--- src/verilog/memInterface.sv ---
`timescale 1ns/1ps
`default_nettype none

module memInterface #(
    parameter int dataWidth = 32
) (
    input  wire                  clk,
    input  wire                  rst,
    input  wire                  marIn,
    input  wire                  mdrIn,
    input  wire                  read,
    input  wire  [dataWidth-1:0] busData,
    input  wire  [dataWidth-1:0] mdataIn,
    input  wire  [dataWidth-1:0] inPortData,
    output logic [dataWidth-1:0] marAddr,
    output logic [dataWidth-1:0] mdrVal,
    output logic [dataWidth-1:0] inPortVal
);

    always_ff @(posedge clk) begin
        if (rst) begin
            marAddr   <= '0;
            mdrVal    <= '0;
            inPortVal <= '0;
        end else begin
            if (marIn) begin
                marAddr <= busData; // address goes straight out
            end
            if (mdrIn) begin
                mdrVal <= read ? mdataIn : busData;
            end
            inPortVal <= inPortData; // free-running sample
        end
    end

endmodule

`default_nettype wire

--- config.mk ---
export PLATFORM = sky130hd
export DESIGN_NAME = memInterface
export DESIGN_NICKNAME = d
export VERILOG_FILES = /design/src/verilog/memInterface.sv
export SDC_FILE = /design/constraint.sdc
export NUM_CORES = 1
export LEC_CHECK = 0
export BUFFER_PORTS_ARGS = -buffer_cell sky130_fd_sc_hd__buf_2
export CORE_MARGIN = 2
export CORE_UTILIZATION = 30
export CTS_CLUSTER_SIZE = 28
export DETAILED_ROUTE_END_ITERATION = 8
export MAX_ROUTING_LAYER = met4
export RECOVER_POWER = 100
export SLEW_MARGIN = 30
export SYNTH_ARGS = -nofsm -noshare
export SYNTH_HDL_FRONTEND = slang
export SYNTH_SLANG_ARGS = --single-unit
--- constraint.sdc ---
create_clock -name clk -period 1 [get_ports clk]
set_input_delay 0.05 -clock clk [delete_from_list [all_inputs] [get_ports clk]]
set_output_delay 0.05 -clock clk [all_outputs]
set_load 0.02 [all_outputs]
==> out/metrics.yaml <==
yosys:
  ys_async_sr_fraction: 0
  synth_cells: 314
  syn_area_um2: 3420
  ys_seq_area_frac: 0.561
  synth_seq_cells: 96
  syn-num-nets: 415
  synth_edf_count: 0
  yosysTopAreaCellShare: 0.561
  yosysTopAreaCell: "dfxtp_1"
  synth.cells.most_frequent: "dfxtp_1 (96), mux2i_1 (64), nor2_1 (64)"
  ys_warn_count: 0
  synth.area.top_cells: "dfxtp_1 (56%), mux2i_1 (19%), a211oi_1 (7.0%)"
  avgSynthCellArea_um2: 10.9
  synth_most_common_cell: "dfxtp_1"
  yosysUniqueCellTypes: 11
  synth_flop_cell: "dfxtp_1"
route:
  vias_per_cell: 4.35
  drt_iter0_markers: 113
  firstDrtPassIters: 4
  drcViolationCount: 0
  wl_per_cell_um: 12.8
  drt-total-wl_mm: 9.13
  wl_met2_mm: 4.39
  vias: 3109
  dr_wl_met3_um: 685
  ant_nets: 0
  m1WireLength_mm: 3.86
  routed.top_layer: "met4"
setup_path:
  r2r_slack_ns: 0.31
  path_depth: 1
  slowest_stage: "dfxtp_1"
  crit_buf_inv: 1
  worstSetupEndpointType: "output pin"
  path_cells: "clkbuf_1"
  crit_family: "flip-flops"
  r2r_start: "mdrVal[9]$_SDFFE_PP0P_"
  crit_path_start_kind: "flip-flop"
  rr_worst_depth: 2
  crit_path_end: "inPortVal[23]"
  reg2reg_to: "mdrVal[9]$_SDFFE_PP0P_"
  critPathMaxStageDelay_ns: 0.31
  cp_max_fo: 1
  cp.required_ns: 0.95
  cp-startpoint: "inPortVal[23]$_SDFF_PP0_"
  worstSetupPathType: "reg -> out"
  crit_arrival_ns: 0.89
timing:
  fmax_ghz: 1.06
  setup_ws_ns: 0.0592
  setup_violations: 0
  relSlewSlack: 0.819
  rsz0062_at_grt: "false"
  slew_viol_final: 0
  finalCriticalPeriod_ns: 0.941
  tns_ns: 0
  worstMarginPinSlew_ns: 0.273
  finClkSkew_ns: 0
  hold_ws_ns: 0.0432
  period_share: 0.941
  hold_violations: 0
place:
  place_inst: 635
  place.gp.congestion: 0.764
  dpl.hpwl_mm: 6.19
  port_buffers: 196
  dpl_worst_slack_ns: 0.0965
final_layout:
  layout.cells.non_filler: 715
  fin_nets: 668
  multi_input_area_um2: 1320
  n_antenna_cell: 0
  syn2layout_area_growth_pct: 58.2
  fillCellCount: 1055
  post-route-util: 0.480
  regArea_um2: 1920
  drive_gt1_frac: 0.313
clock_tree:
  cts-root-buf: "clkbuf_16"
  post_cts_buffers: 0
  clock-sinks: 96
  clkTransAtPathRegs_ns: 0.07
  htreeDepth: 3
  clockBufferDepth: 2
  cts_buffers: 9
  clk_latency_ns: 0.34
  tritoncts: "built"
grt:
  grt_pass1_wl_mm: 15.1
  grt_overflow: 0
  antenna_found_initial: 0
  grt.total_usage: 0.156
  grt_max_degree: 43
  grt_pass1_vias: 3198
pwr:
  vdd_ir_drop_max_mv: 1.56
  static-leakage-power_nw: 2.58
  pwr_density_cell_nw_per_um2: 1670
die:
  start_util: 0.304
  io_pins: 197
  die-area_um2: 12300
  fp.dieW_um: 111
  die_h_um: 111
  row_count: 39
  core_um2: 11300
min_path:
  hold_path.class: "in -> reg"
  hold_start: "mdataIn[31]"
outcome:
  status: "finished clean"
job:
  cap_violations: 0
## cell usage in the layout (no fill, tap or decap)
master	netlist	layout
clkinvlp_4	0	1
dlygate4sd3_1	0	64
mux2i_1	64	64
clkbuf_1	8	41
a211oi_1	32	32
dfxtp_1	96	96
buf_4	4	2
clkinv_2	0	5
bufinv_16	0	1
clkbuf_2	0	82
buf_2	9	73
nor2b_1	32	32
clkbuf_16	0	9
buf_12	3	6
nor2_1	64	64
## worst min path at each step
stage	to	slack, ns	cells past startpoint
global route	mdrVal[29]$_SDFFE_PP0P_	0.05	3
CTS	mdrVal[31]$_SDFFE_PP0P_	0.03	3
global placement	inPortVal[6]$_SDFF_PP0_	0.26	2
detailed placement	inPortVal[6]$_SDFF_PP0_	0.26	2
finish	mdrVal[31]$_SDFFE_PP0P_	0.04	3
floorplan	inPortVal[0]$_SDFF_PP0_	0.18	1
## power by group
part / switching, mW / internal (mW) / total [mW]
Combinational: 0.798 / 0.705 / 1.50
Clock: 1.45 / 1.91 / 3.36
Sequential: 0.104 / 4.07 / 4.17
## registers in the layout, summed over array words and instances (netlist names)
name,count
marAddr,32
inPortVal,32
mdrVal,32
## routing by layer
| layer | up-vias | track usage |
|---|---|---|
| li1 | 1571 | - |
| met1 | 1393 | 0.176 |
| met2 | 129 | 0.254 |
| met3 | 16 | 0.0580 |
| met4 | 0 | 0.0525 |
| met5 | - | - |
## cell type report
class,count,area share
flip-flops and latches,96,0.355
repair buffers,268,0.315
multi-input cells,192,0.244
clock buffers,9,0.0416
well taps,143,0.0330
clock inverters,7,0.0116
## through the flow
stage               power (mW)  area (um2)
finish                    9.03        5420
global route              9.45        5420
CTS                       9.19        5470
detailed placement        5.59        4540
global placement          5.57        4540
floorplan                 5.05        3420
## what timing repair did
item,4_1_cts,5_1_grt
resized for setup,0,0
hold endpoints to repair,64,0
hold buffers,64,0
## logic make-up (layout without fill, tap and decap cells)
logic type	Yosys count	in the layout	synth area share
simple gates	96	96	0.129
buf+inv	26	284	0.0526
flops	96	96	0.561
compound gates	32	32	0.0702
mux	64	64	0.187
No activity file was read; power rests on OpenSTA's default activity.
