`config.mk`:
```
export PLATFORM = sky130hd
export DESIGN_NAME = busMux
export DESIGN_NICKNAME = d
export VERILOG_FILES = /design/src/verilog/cpuPkg.sv /design/src/verilog/busMux.sv
export SDC_FILE = /design/constraint.sdc
export NUM_CORES = 1
export LEC_CHECK = 0
export BUFFER_PORTS_ARGS = -buffer_cell sky130_fd_sc_hd__buf_4
export CORE_AREA = 2 2 317 319
export DETAILED_ROUTE_END_ITERATION = 10
export DIE_AREA = 0 0 319 321
export SLEW_MARGIN = 20
export SYNTH_ARGS = -nofsm -noshare
export SYNTH_HDL_FRONTEND = slang
export SYNTH_SLANG_ARGS = --single-unit
```
`constraint.sdc`:
```
create_clock -name vclk -period 2.2
set_input_delay 0 -clock vclk [all_inputs]
set_output_delay 0 -clock vclk [all_outputs]
set_load 0.1 [all_outputs]
```
`src/verilog/cpuPkg.sv`:
```
`default_nettype none

package cpuPkg;

    localparam int numGpr = 16;

    // alu function select
    typedef enum logic [4:0] {
        opAdd,
        opSub,
        opAnd,
        opOr,
        opShr,
        opShra,
        opShl,
        opRor,
        opRol,
        opMul,
        opDiv,
        opNeg,
        opNot
    } aluOp;

    // bus source codes, lower code wins when strobes overlap
    typedef enum logic [4:0] {
        srcR0, srcR1, srcR2, srcR3,
        srcR4, srcR5, srcR6, srcR7,
        srcR8, srcR9, srcR10, srcR11,
        srcR12, srcR13, srcR14, srcR15,
        srcHi,
        srcLo,
        srcZHigh,
        srcZLow,
        srcPc,
        srcMdr,
        srcInPort,
        srcConst,
        srcNone
    } busSrc;

endpackage

`default_nettype wire

```
`src/verilog/busMux.sv`:
```
`timescale 1ns/1ps
`default_nettype none

module busMux #(
    parameter int dataWidth = 32
) (
    input  wire  [cpuPkg::numGpr-1:0]                gprDrive,
    input  wire                                      hiOut,
    input  wire                                      loOut,
    input  wire                                      zHighOut,
    input  wire                                      zLowOut,
    input  wire                                      pcOut,
    input  wire                                      mdrOut,
    input  wire                                      inPortOut,
    input  wire                                      cOut,
    input  wire  [cpuPkg::numGpr-1:0][dataWidth-1:0] gprVals,
    input  wire  [dataWidth-1:0]                     hiVal,
    input  wire  [dataWidth-1:0]                     loVal,
    input  wire  [dataWidth-1:0]                     zHighVal,
    input  wire  [dataWidth-1:0]                     zLowVal,
    input  wire  [dataWidth-1:0]                     pcVal,
    input  wire  [dataWidth-1:0]                     mdrVal,
    input  wire  [dataWidth-1:0]                     inPortVal,
    input  wire  [dataWidth-1:0]                     cData,
    output logic [dataWidth-1:0]                     busData
);

    localparam int numSrc = cpuPkg::numGpr + 8;

    logic [numSrc-1:0]    drive;
    cpuPkg::busSrc        src;
    logic [dataWidth-1:0] constExt;

    // bit index equals the source code
    assign drive = {cOut, inPortOut, mdrOut, pcOut, zLowOut, zHighOut, loOut, hiOut, gprDrive};

    assign constExt = {{(dataWidth-19){cData[18]}}, cData[18:0]}; // 19-bit immediate

    // priority encoder, scan downward so the lowest code is left standing
    always_comb begin
        src = cpuPkg::srcNone;
        for (int i = numSrc - 1; i >= 0; i--) begin
            if (drive[i]) begin
                src = cpuPkg::busSrc'(i[4:0]);
            end
        end
    end

    always_comb begin
        case (src)
            cpuPkg::srcHi:     busData = hiVal;
            cpuPkg::srcLo:     busData = loVal;
            cpuPkg::srcZHigh:  busData = zHighVal;
            cpuPkg::srcZLow:   busData = zLowVal;
            cpuPkg::srcPc:     busData = pcVal;
            cpuPkg::srcMdr:    busData = mdrVal;
            cpuPkg::srcInPort: busData = inPortVal;
            cpuPkg::srcConst:  busData = constExt;
            cpuPkg::srcNone:   busData = '0;
            default:           busData = gprVals[src[3:0]]; // R0..R15
        endcase
    end

endmodule

`default_nettype wire

```
==> results.yml <==
placed_design:
  dp_hpwl_mm: 85.4
  dp.cells: 3000
  placed_area_sq_um: 15500
  globalplace.congestion: 0.884
  numPortBuffers: 811
power:
  power.switching_uw: 1860
  leakagePower_uw: 0.00720
  power.share.sequential_pct: 0
  power_frac_clock_pct: 0
  p_int_uw: 1890
  swShare_pct: 49.6
  combPwrFrac_pct: 100.0
  power_density_nw_per_um2: 223
  irDropWorstVdd_uv: 126
logic_synthesis:
  synth_compound_area_share_pct: 77.8
  syn_avg_cell_area_sq_um: 6.84
  synthMuxAreaShare_pct: 0
  syn_inst: 739
  synth-xor-area-share_pct: 0
  syn-num-nets: 1531
  syn_area_sq_um: 5050
  yosys_warnings: 0
  synthSimpleGateAreaFrac_pct: 12.5
  synth_top_family_by_area: "compound AO/OA/AOI/OAI gates"
  synth_cell_types: 51
  ys_seq_area_share_pct: 0
  synthAdderAreaFrac_pct: 0
finish:
  final_cells: 3051
  final-seq-area_sq_um: 0
  drive_gt1_share_pct: 71.6
  n_sequential_cell: 0
  area.growth.synth_to_final_pct: 232
  clkbuf_count: 0
  postLayoutCellArea_sq_um: 16800
  final_nets: 2530
floorplanning:
  initial_utilization_pct: 5.09
  rows: 116
  design.die.area_sq_um: 102000
  chipHeight_microns: 321
  io_pins: 824
  core_area_sq_um: 99300
  die_x_microns: 319
job:
  cap_violations: 0
critical_path:
  path_max_fanout: 3
  cp.arrival_ps: 3180
  crit_type: "in2out"
  crit_path_end_kind: "output pin"
  critPathLaunchType: "primary input"
  required_ps: 2200
timing:
  setup_violations: 32
  timing.final.crit_period_ps: 3180
  period_share_pct: 145
  finalHoldViolCount: 0
  slew_viol_final: 0
  fmax_mhz: 314
  tightest_slew_ps: 988
  fin_setup_tns_ps: -26620
  max_slew_margin_pct: 34.2
  rsz0062_at_grt: "yes"
  fin_ws_ps: -980
outcome:
  status: "finished, violations left"
  violations: "negative setup slack"
routing:
  post_drt_wl_per_cell_microns: 31.2
  dr.pass1.iters: 9
  drt_wl_total_mm: 95.3
  drc: 0
  avgViaCountPerCell: 4.07
  antenna_left: 0
  drtIter0Drc: 1286
  vias: 12400
clock_network:
  hold_buffers: 0
global_route:
  antenna_found_initial: 50
  grt_pass1_wl_mm: 119
  grt_max_degree: 40
  overflow: 0
  grt.total_usage_pct: 17.3
  grt_pass1_vias: 12800
worst_hold_path:
  hold_class: "in2out"
[routing by layer]
metal / up-vias / part of all wire (%) / global-route usage [%] / wire, microns
li1: 5373 / - / - / -
met1: 6009 / 41 / 21.4 / 38700
met2: 840 / 46 / 28.8 / 43500
met3: 158 / 11 / 6.67 / 10300
met4: 48 / 2.5 / 3.21 / 2430
met5: - / 0.32 / 0 / 306
[final cells by class]
cell class	count	area, sq um
fillers	11300	82500
multi-input cells	629	5680
diodes	17	42.5
well taps	1298	1620
repair buffers	1097	9410
inverters	10	37.5
[power groups by stage]
| stage | sequential [uW] | combinational (uW) | clock [uW] |
|---|---|---|---|
| 6_report | 0 | 3750 | 0.000997 |
| 5_1_grt | 0 | 3920 | 0.000610 |
| 4_1_cts | 0 | 3710 | 0 |
| 3_5_place_dp | 0 | 3470 | 0 |
| 3_3_place_gp | 0 | 3470 | 0 |
| 2_1_floorplan | 0 | 1240 | 0 |
[worst paths after layout]
path	cells after the start	slack, ps	start	to
hold / removal	4	510	gprVals[152]	busData[24]
setup / recovery	14	-980	gprDrive[8]	busData[14]
[layout by cell type (no fill, tap or decap), types with 17 or more instances in the layout]
master    Yosys  final
a21oi_1     126    100
a21oi_2       1     19
a221o_1      74     73
a221oi_1     61     37
a221oi_2      0     22
a222oi_1     95     95
a22oi_1      52     49
a31oi_4       0     21
buf_12        0     74
buf_4         1    987
buf_6         3     17
diode_2       0     17
nand2_1      49     48
[cell usage after synthesis (all sizes together), types with 5 or more instances]
cell type	instances	area (sq um)
nand2	49	184
nor2	16	62.6
o211ai	5	37.5
a21o	7	53.8
a211oi	21	158
clkbuf	54	203
nor2b	5	31.3
a221o	75	752
nor4	6	58.8
buf	47	245
nor3b	5	37.5
nor3	10	55.1
a22oi	52	390
a221oi	61	534
a31oi	21	131
a222oi	95	951
inv	10	37.5
nand3	17	85.1
a21oi	127	639
o21ai	14	70.1
[worst max-delay path, stage by stage]
cell and delay, ps:
buf_6 90, or4_4 540, nor3_2 160, a21o_2 180
a221o_2 190, o31ai_4 90, buf_12 150, buf_8 110
a222oi_1 860, a21oi_1 190, a211oi_2 220, buf_4 150
a31oi_4 40, buf_12 190
[timing repair]
action                                  in CTS  in global routing
resized for setup                          142                 53
endpoints found under the setup margin      32                 32
cloned                                       1                  2
hold endpoints to repair                     0                  0
buffers inserted                            25                 11
pin swaps                                   48                 58
[logic make-up (layout without fill, tap and decap cells)]
logic type             count (synthesis)  count (layout)
AOI/OAI and AO/OA                    502             502
other                                  0              17
buffers and inverters                111            1107
and+or+nand+nor                      126             127
[stage by stage]
step                      utilization (%)  total power, uW  hold WS, ps  worst slack (ps)
after floorplan                         -             1240          387              -569
after global placement               15.6             3470          539             -1140
after detailed placement             15.6             3470          527             -1200
after CTS                            16.5             3710          503             -1040
after global routing                 16.9             3920          532             -1090
final                                16.9             3750          512              -980
Power figures use the tool's default switching activity.
