<file path="src/verilog/cpuPkg.sv">
`default_nettype none

package cpuPkg;

    localparam int numGpr = 16;

    // alu function select
    typedef enum logic [4:0] {
        opAdd,
        opSub,
        opAnd,
        opOr,
        opShr,
        opShra,
        opShl,
        opRor,
        opRol,
        opMul,
        opDiv,
        opNeg,
        opNot
    } aluOp;

    // bus source codes, lower code wins when strobes overlap
    typedef enum logic [4:0] {
        srcR0, srcR1, srcR2, srcR3,
        srcR4, srcR5, srcR6, srcR7,
        srcR8, srcR9, srcR10, srcR11,
        srcR12, srcR13, srcR14, srcR15,
        srcHi,
        srcLo,
        srcZHigh,
        srcZLow,
        srcPc,
        srcMdr,
        srcInPort,
        srcConst,
        srcNone
    } busSrc;

endpackage

`default_nettype wire

</file>
<file path="src/verilog/gprFile.sv">
`timescale 1ns/1ps
`default_nettype none

module gprFile #(
    parameter int dataWidth = 32
) (
    input  wire                                            clk,
    input  wire                                            rst,
    input  wire  [cpuPkg::numGpr-1:0]                      load,
    input  wire  [dataWidth-1:0]                           busData,
    output logic [cpuPkg::numGpr-1:0][dataWidth-1:0]       regs
);

    localparam int numGpr = cpuPkg::numGpr;

    // R1 and up are real flops
    logic [numGpr-1:1][dataWidth-1:0] gpr;

    always_ff @(posedge clk) begin
        if (rst) begin
            gpr <= '0;
        end else begin
            for (int i = 1; i < numGpr; i++) begin
                if (load[i]) begin
                    gpr[i] <= busData;
                end
            end
        end
    end

    // R0 is hardwired, load[0] has nothing to write
    assign regs = {gpr, {dataWidth{1'b0}}};

endmodule

`default_nettype wire

</file>
<file path="config.mk">
export PLATFORM = sky130hd
export DESIGN_NAME = gprFile
export DESIGN_NICKNAME = d
export VERILOG_FILES = /design/src/verilog/cpuPkg.sv /design/src/verilog/gprFile.sv
export SDC_FILE = /design/constraint.sdc
export NUM_CORES = 1
export LEC_CHECK = 0
export ABC_AREA = 1
export BUFFER_PORTS_ARGS = -buffer_cell sky130_fd_sc_hd__buf_2
export CAP_MARGIN = 30
export CELL_PAD_IN_SITES_DETAIL_PLACEMENT = 1
export CELL_PAD_IN_SITES_GLOBAL_PLACEMENT = 1
export CORE_ASPECT_RATIO = 0.6
export CORE_MARGIN = 1.5
export CORE_UTILIZATION = 38
export CTS_CLUSTER_DIAMETER = 30
export DETAILED_ROUTE_END_ITERATION = 8
export PLACE_DENSITY_LB_ADDON = 0.1
export SYNTH_ARGS = -nofsm -noshare
export SYNTH_HDL_FRONTEND = slang
export SYNTH_SLANG_ARGS = --single-unit
export TNS_END_PERCENT = 20
</file>
<file path="constraint.sdc">
create_clock -name clk -period 2.1 [get_ports clk]
set_input_delay 0.42 -clock clk [delete_from_list [all_inputs] [get_ports clk]]
set_output_delay 0.42 -clock clk [all_outputs]
set_load 0.1 [all_outputs]
</file>
==> results of run 1 <==
-- power groups by stage --
| stage | clock network (W) | registers (W) | logic, W |
|---|---|---|---|
| finish | 0.0139 | 0.0101 | 0.00752 |
| global route | 0.0146 | 0.0102 | 0.00785 |
| CTS | 0.0141 | 0.0101 | 0.00756 |
| detailed placement | 0 | 0.0103 | 0.00753 |
| global placement | 0 | 0.0102 | 0.00743 |
| floorplan | 0 | 0.0148 | 0.00171 |
-- cells in the final DEF, fill, tap and decap left out, drive strengths merged --
master / Yosys / final
nand2: 960 / 960
nor2: 960 / 960
buf: 193 / 560
dfxtp: 480 / 480
clkbuf: 29 / 98
inv: 33 / 44
conb: 1 / 32
clkinv: 0 / 21
bufinv: 0 / 10
clkinvlp: 0 / 10
diode: 0 / 1
-- per-layer routing --
metal	wire (µm)	up-vias	global-route usage [%]	part of all wire (%)
li1	-	8702	-	-
met1	26190	8415	29.31	40
met2	32880	390	46.33	50
met3	3509	141	6.003	5.4
met4	2713	0	11.23	4.2
met5	0	-	0	0
-- synthesized netlist by cell type (all sizes together) --
cell      n
buf     193
nor2    960
inv      33
clkbuf   29
conb      1
nand2   960
dfxtp   480
-- kinds of logic after synthesis --
kind of cell	after synthesis	synth area share [%]
DFF	480	53.01
buffers and inverters	255	7.213
other	1	0.02069
and+or+nand+nor	1920	39.76
-- area by class of cell --
cell class / count / area (µm²) / area share (%)
Clock inverter: 52 / 694.4 / 2.907
Timing Repair Buffer: 560 / 3133 / 13.12
Clock buffer: 98 / 2201 / 9.214
Multi-Input combinational cell: 1952 / 7327 / 30.67
Tap cell: 630 / 788.3 / 3.300
Sequential cell: 480 / 9609 / 40.23
Inverter: 33 / 131.4 / 0.5500
Antenna cell: 1 / 2.502 / 0.01048
-- stage by stage --
stage	worst slack (ns)	util, %	area [µm²]	instances
after detailed placement	0.5680	44.93	20990	3655
after floorplan	0.7549	-	18240	2687
after CTS	0.2288	51.13	23880	3805
after global routing	0.2079	51.14	23890	3806
after global placement	0.6213	44.93	20990	3655
final	0.2489	51.14	23890	3806
-- worst max-delay path by stage --
stage               startpoint   endpoint  slack [ns]  depth (start not counted)
floorplan            regs[100]  regs[100]        0.75                          0
global placement           rst   regs[70]        0.62                          5
detailed placement         rst  regs[133]        0.57                          5
CTS                  regs[315]  regs[315]        0.23                          1
global route         regs[324]  regs[324]        0.21                          1
finish               regs[315]  regs[315]        0.25                          1
==> impl_metrics.yaml, run 1 <==
run_status:
  outcome: "finished, final reports clean"
sta:
  post-route-min-period_ns: 1.851
  fin_setup_tns_ns: 0
  period_share_pct: 88.15
  rsz0062_at_grt: "false"
  fmax_ghz: 0.5402
  fin_worst_skew_ns: 0
  finalSetupViolations: 0
  worstMarginPinSlew_ns: 0.7280
  whs_ns: 0.2439
  slew_violations: 0
  finalHoldViolCount: 0
  slew_headroom_pct: 51.42
setup_path:
  path_delay_family: "buffers and inverters"
  r2r-start: "regs[295]"
  slowest_delay_ns: 0.45
  r2r_cells: 2
  crit_arrival_ns: 1.43
  cp-end-kind: "output pin"
  r2r-end: "regs[295]"
  crit_chain: "buf_2"
  crit_fanout: 2
  path_class: "flop to output pin"
  crit_slowest_cell: "buf_2"
  start_kind: "flop"
  rrSetupSlack_ns: 1.48
  path_buf_inv: 1
  cp.required_ns: 1.68
floorplanning:
  core_area_mm2: 0.04671
  initial_core_util_pct: 38.81
  pin_count: 562
  row_count: 61
  fp.dieH_um: 172.2
  die_w_um: 285.0
  die_area_mm2: 0.04907
cts:
  insertion_delay_ns: 0.60
  cts_hold_buf: 0
  h-tree-depth: 3
  clk_root_buffer_cell: "clkbuf_16"
  clock-sinks: 480
  cts_buffers: 81
  cts_tree: "done"
  cts_setup_buffers: 0
  clk_path_buf_depth: 3
  clkTransAtPathRegs_ns: 0.05
  cts.repair.resized: 0
worst_hold_path:
  hold_start: "rst"
  holdPathStages: 4
  hold_class: "input port to flop"
  hold_end: "regs[403]"
drt:
  vias_per_cell: 4.637
  drc: 0
  vias: 17648
  wl_per_cell_um: 17.16
  drt_pass1_iterations: 5
  final_antenna_net_count: 0
  wl_mm: 65.30
  drt-initial-drc-count: 830
placement:
  place_hpwl_mm: 43.58
  io_buffers: 528
  gp_congestion: 0.7846
power:
  pwr-share-comb_pct: 23.9
  power_w: 0.03148
  p_switching_w: 0.01185
  power.density_mw_per_mm2: 1318
  p_sw_share_pct: 37.64
  clockPowerShare_pct: 44.0
  ir_drop_mv: 0.7322
  cellLeakagePower_nw: 12.86
  seqPwrFrac_pct: 32.1
  p_int_w: 0.01963
grt:
  antenna_found_initial: 1
  grt_pass1_vias: 17617
  grt_overflow: 0
  grt_max_degree: 89
  grt_usage_pct: 25.72
  grt_pass1_wl_mm: 99.35
synthesis:
  netlist-cell-type-count: 11
  yosysSeqAreaShare_pct: 53.01
  synthesis.area_mm2: 0.01813
  synth_largest_area_cell: "dfxtp_1"
  syn_inst: 2656
  post-synth-top-area-fraction_pct: 53.01
  yosys-top-cells-area: "dfxtp_1 (53%), nand2_1 (20%), nor2_1 (20%)"
  ys_seq_elements: 480
  ys_warn_count: 0
  synth_area_per_cell_um2: 6.825
finish:
  nNetsFinal: 3158
  fillers: 6106
  area_growth_pct: 31.77
  layout-drive-gt1-share_pct: 22.20
  largest_reg_flops: 480
job:
  max-cap-violations: 0
(Power assumes the default switching activity.)
==> run 2: changes to the inputs <==
--- a/config.mk
+++ b/config.mk
@@ -15,6 +15,8 @@
 export CORE_UTILIZATION = 38
 export CTS_CLUSTER_DIAMETER = 30
 export DETAILED_ROUTE_END_ITERATION = 8
+export GPL_TIMING_DRIVEN = 0
+export MAX_ROUTING_LAYER = met4
 export PLACE_DENSITY_LB_ADDON = 0.1
 export SYNTH_ARGS = -nofsm -noshare
 export SYNTH_HDL_FRONTEND = slang
==> impl_metrics.yaml, run 2 (same netlist as run 1, synthesis figures left out) <==
finish:
  area_growth_pct: 35.18
  layout-drive-gt1-share_pct: 24.57
  fillers: 6250
  nNetsFinal: 3335
  largest_reg_flops: 480
  final_cell_mix: "nand2_1 (960), nor2_1 (960), buf_2 (625)"
grt:
  antenna_found_initial: 1
  grt_max_degree: 12
  grt_usage_pct: 29.63
  grt_pass1_wl_mm: 108.5
  grt_overflow: 0
  grt_pass1_vias: 18716
sta:
  fmax_ghz: 0.5384
  finalHoldViolCount: 0
  period_share_pct: 88.45
  fin_worst_skew_ns: 0
  rsz0062_at_grt: "false"
  worstMarginPinSlew_ns: 0.7782
  finalSetupViolations: 0
  fin_setup_tns_ns: 0
  post-route-min-period_ns: 1.857
  slew_headroom_pct: 48.12
  slew_violations: 0
drt:
  met3_length_mm: 3.460
  top_layer: "met4"
  drc: 0
  wl_met2_mm: 34.37
  drt-initial-drc-count: 935
  wl_per_cell_um: 18.26
  vias_per_cell: 4.708
  vias: 18742
  m1WireLength_mm: 32.23
  wl_mm: 72.68
  drt_pass1_iterations: 5
  final_antenna_net_count: 0
placement:
  io_buffers: 513
  place_hpwl_mm: 55.16
  gp_congestion: 0.8685
setup_path:
  slowest_delay_ns: 0.46
  crit_slowest_cell: "buf_2"
  r2r-end: "regs[232]"
  cp-end-kind: "output pin"
  start_kind: "flop"
  r2r_cells: 2
  rrSetupSlack_ns: 1.44
  path_class: "flop to output pin"
  r2r-start: "regs[232]"
  crit_chain: "buf_2"
  path_delay_family: "buffers and inverters"
  path_buf_inv: 1
  cp.required_ns: 1.68
  crit_arrival_ns: 1.44
  crit_fanout: 2
run_status:
  outcome: "finished, final reports clean"
worst_hold_path:
  hold_start: "load[2]"
  holdPathStages: 4
  hold_class: "input port to flop"
  hold_end: "regs[64]"
cts:
  clkTransAtPathRegs_ns: 0.05
  cts_tree: "done"
  insertion_delay_ns: 0.60
  clk_root_buffer_cell: "clkbuf_16"
  cts_setup_buffers: 0
  clock-sinks: 480
  cts_buffers: 83
  h-tree-depth: 3
  cts_hold_buf: 0
  clk_path_buf_depth: 3
  cts.repair.resized: 0
power:
  pwr-share-comb_pct: 24.2
  cellLeakagePower_nw: 13.37
  ir_drop_mv: 0.6241
  seqPwrFrac_pct: 31.9
  p_switching_w: 0.01182
  p_int_w: 0.01993
  clockPowerShare_pct: 43.9
  power_w: 0.03175
  power.density_mw_per_mm2: 1296
  p_sw_share_pct: 37.23
floorplanning:
  die_w_um: 285.0
  initial_core_util_pct: 38.81
  core_area_mm2: 0.04671
  die_area_mm2: 0.04907
  row_count: 61
  fp.dieH_um: 172.2
  pin_count: 562
job:
  max-cap-violations: 0
run 2: worst min-delay path: stages:
cell     delay (ns)
buf_4          0.17
nand2_1        0.07
nand2_1        0.05
nor2_1         0.03
run 2: power groups by stage:
stage | clock network [W] | logic [W] | registers [W]
5_1_grt | 0.0146 | 0.00802 | 0.0102
3_3_place_gp | 0 | 0.00756 | 0.0103
3_5_place_dp | 0 | 0.00767 | 0.0103
6_report | 0.0139 | 0.00769 | 0.0101
4_1_cts | 0.0141 | 0.00771 | 0.0101
2_1_floorplan | 0 | 0.00171 | 0.0148
run 2: area by class of cell:
cell class	count	area [µm²]	share of cell area, %
antenna	1	2.502	0.01021
buffer	222	1184	4.830
clock buffer	106	2367	9.660
clock inverter	44	535.5	2.185
inverter	33	123.9	0.5055
multi-input combinational	1952	7327	29.90
sequential	480	9609	39.21
tap	630	788.3	3.217
timing repair buffer	513	2567	10.48
run 2: worst max path at each step:
stage	from	endpoint	depth (start not counted)
2_1_floorplan	regs[100]	regs[100]	0
3_3_place_gp	busData[23]	regs[183]	6
3_5_place_dp	busData[24]	regs[216]	6
4_1_cts	regs[318]	regs[318]	1
5_1_grt	regs[318]	regs[318]	1
6_report	regs[318]	regs[318]	1
run 2: per-stage QoR:
stage	setup slack [ns]	utilization (%)	instance area (µm²)	std cells	hold WS [ns]
final	0.2426	52.46	24500	3981	0.2064
after floorplan	0.7549	-	18240	2687	0.6709
after CTS	0.2250	52.46	24500	3980	0.1660
after detailed placement	0.3690	46.24	21600	3830	0.4603
after global routing	0.2027	52.46	24500	3981	0.1955
after global placement	0.3571	46.24	21600	3830	0.4543
run 2: metal layers:
metal	global-route usage (%)	vias to the layer above
met5	-	-
met4	10.81	0
met3	4.934	150
met2	49.44	452
met1	36.36	9070
li1	-	9070
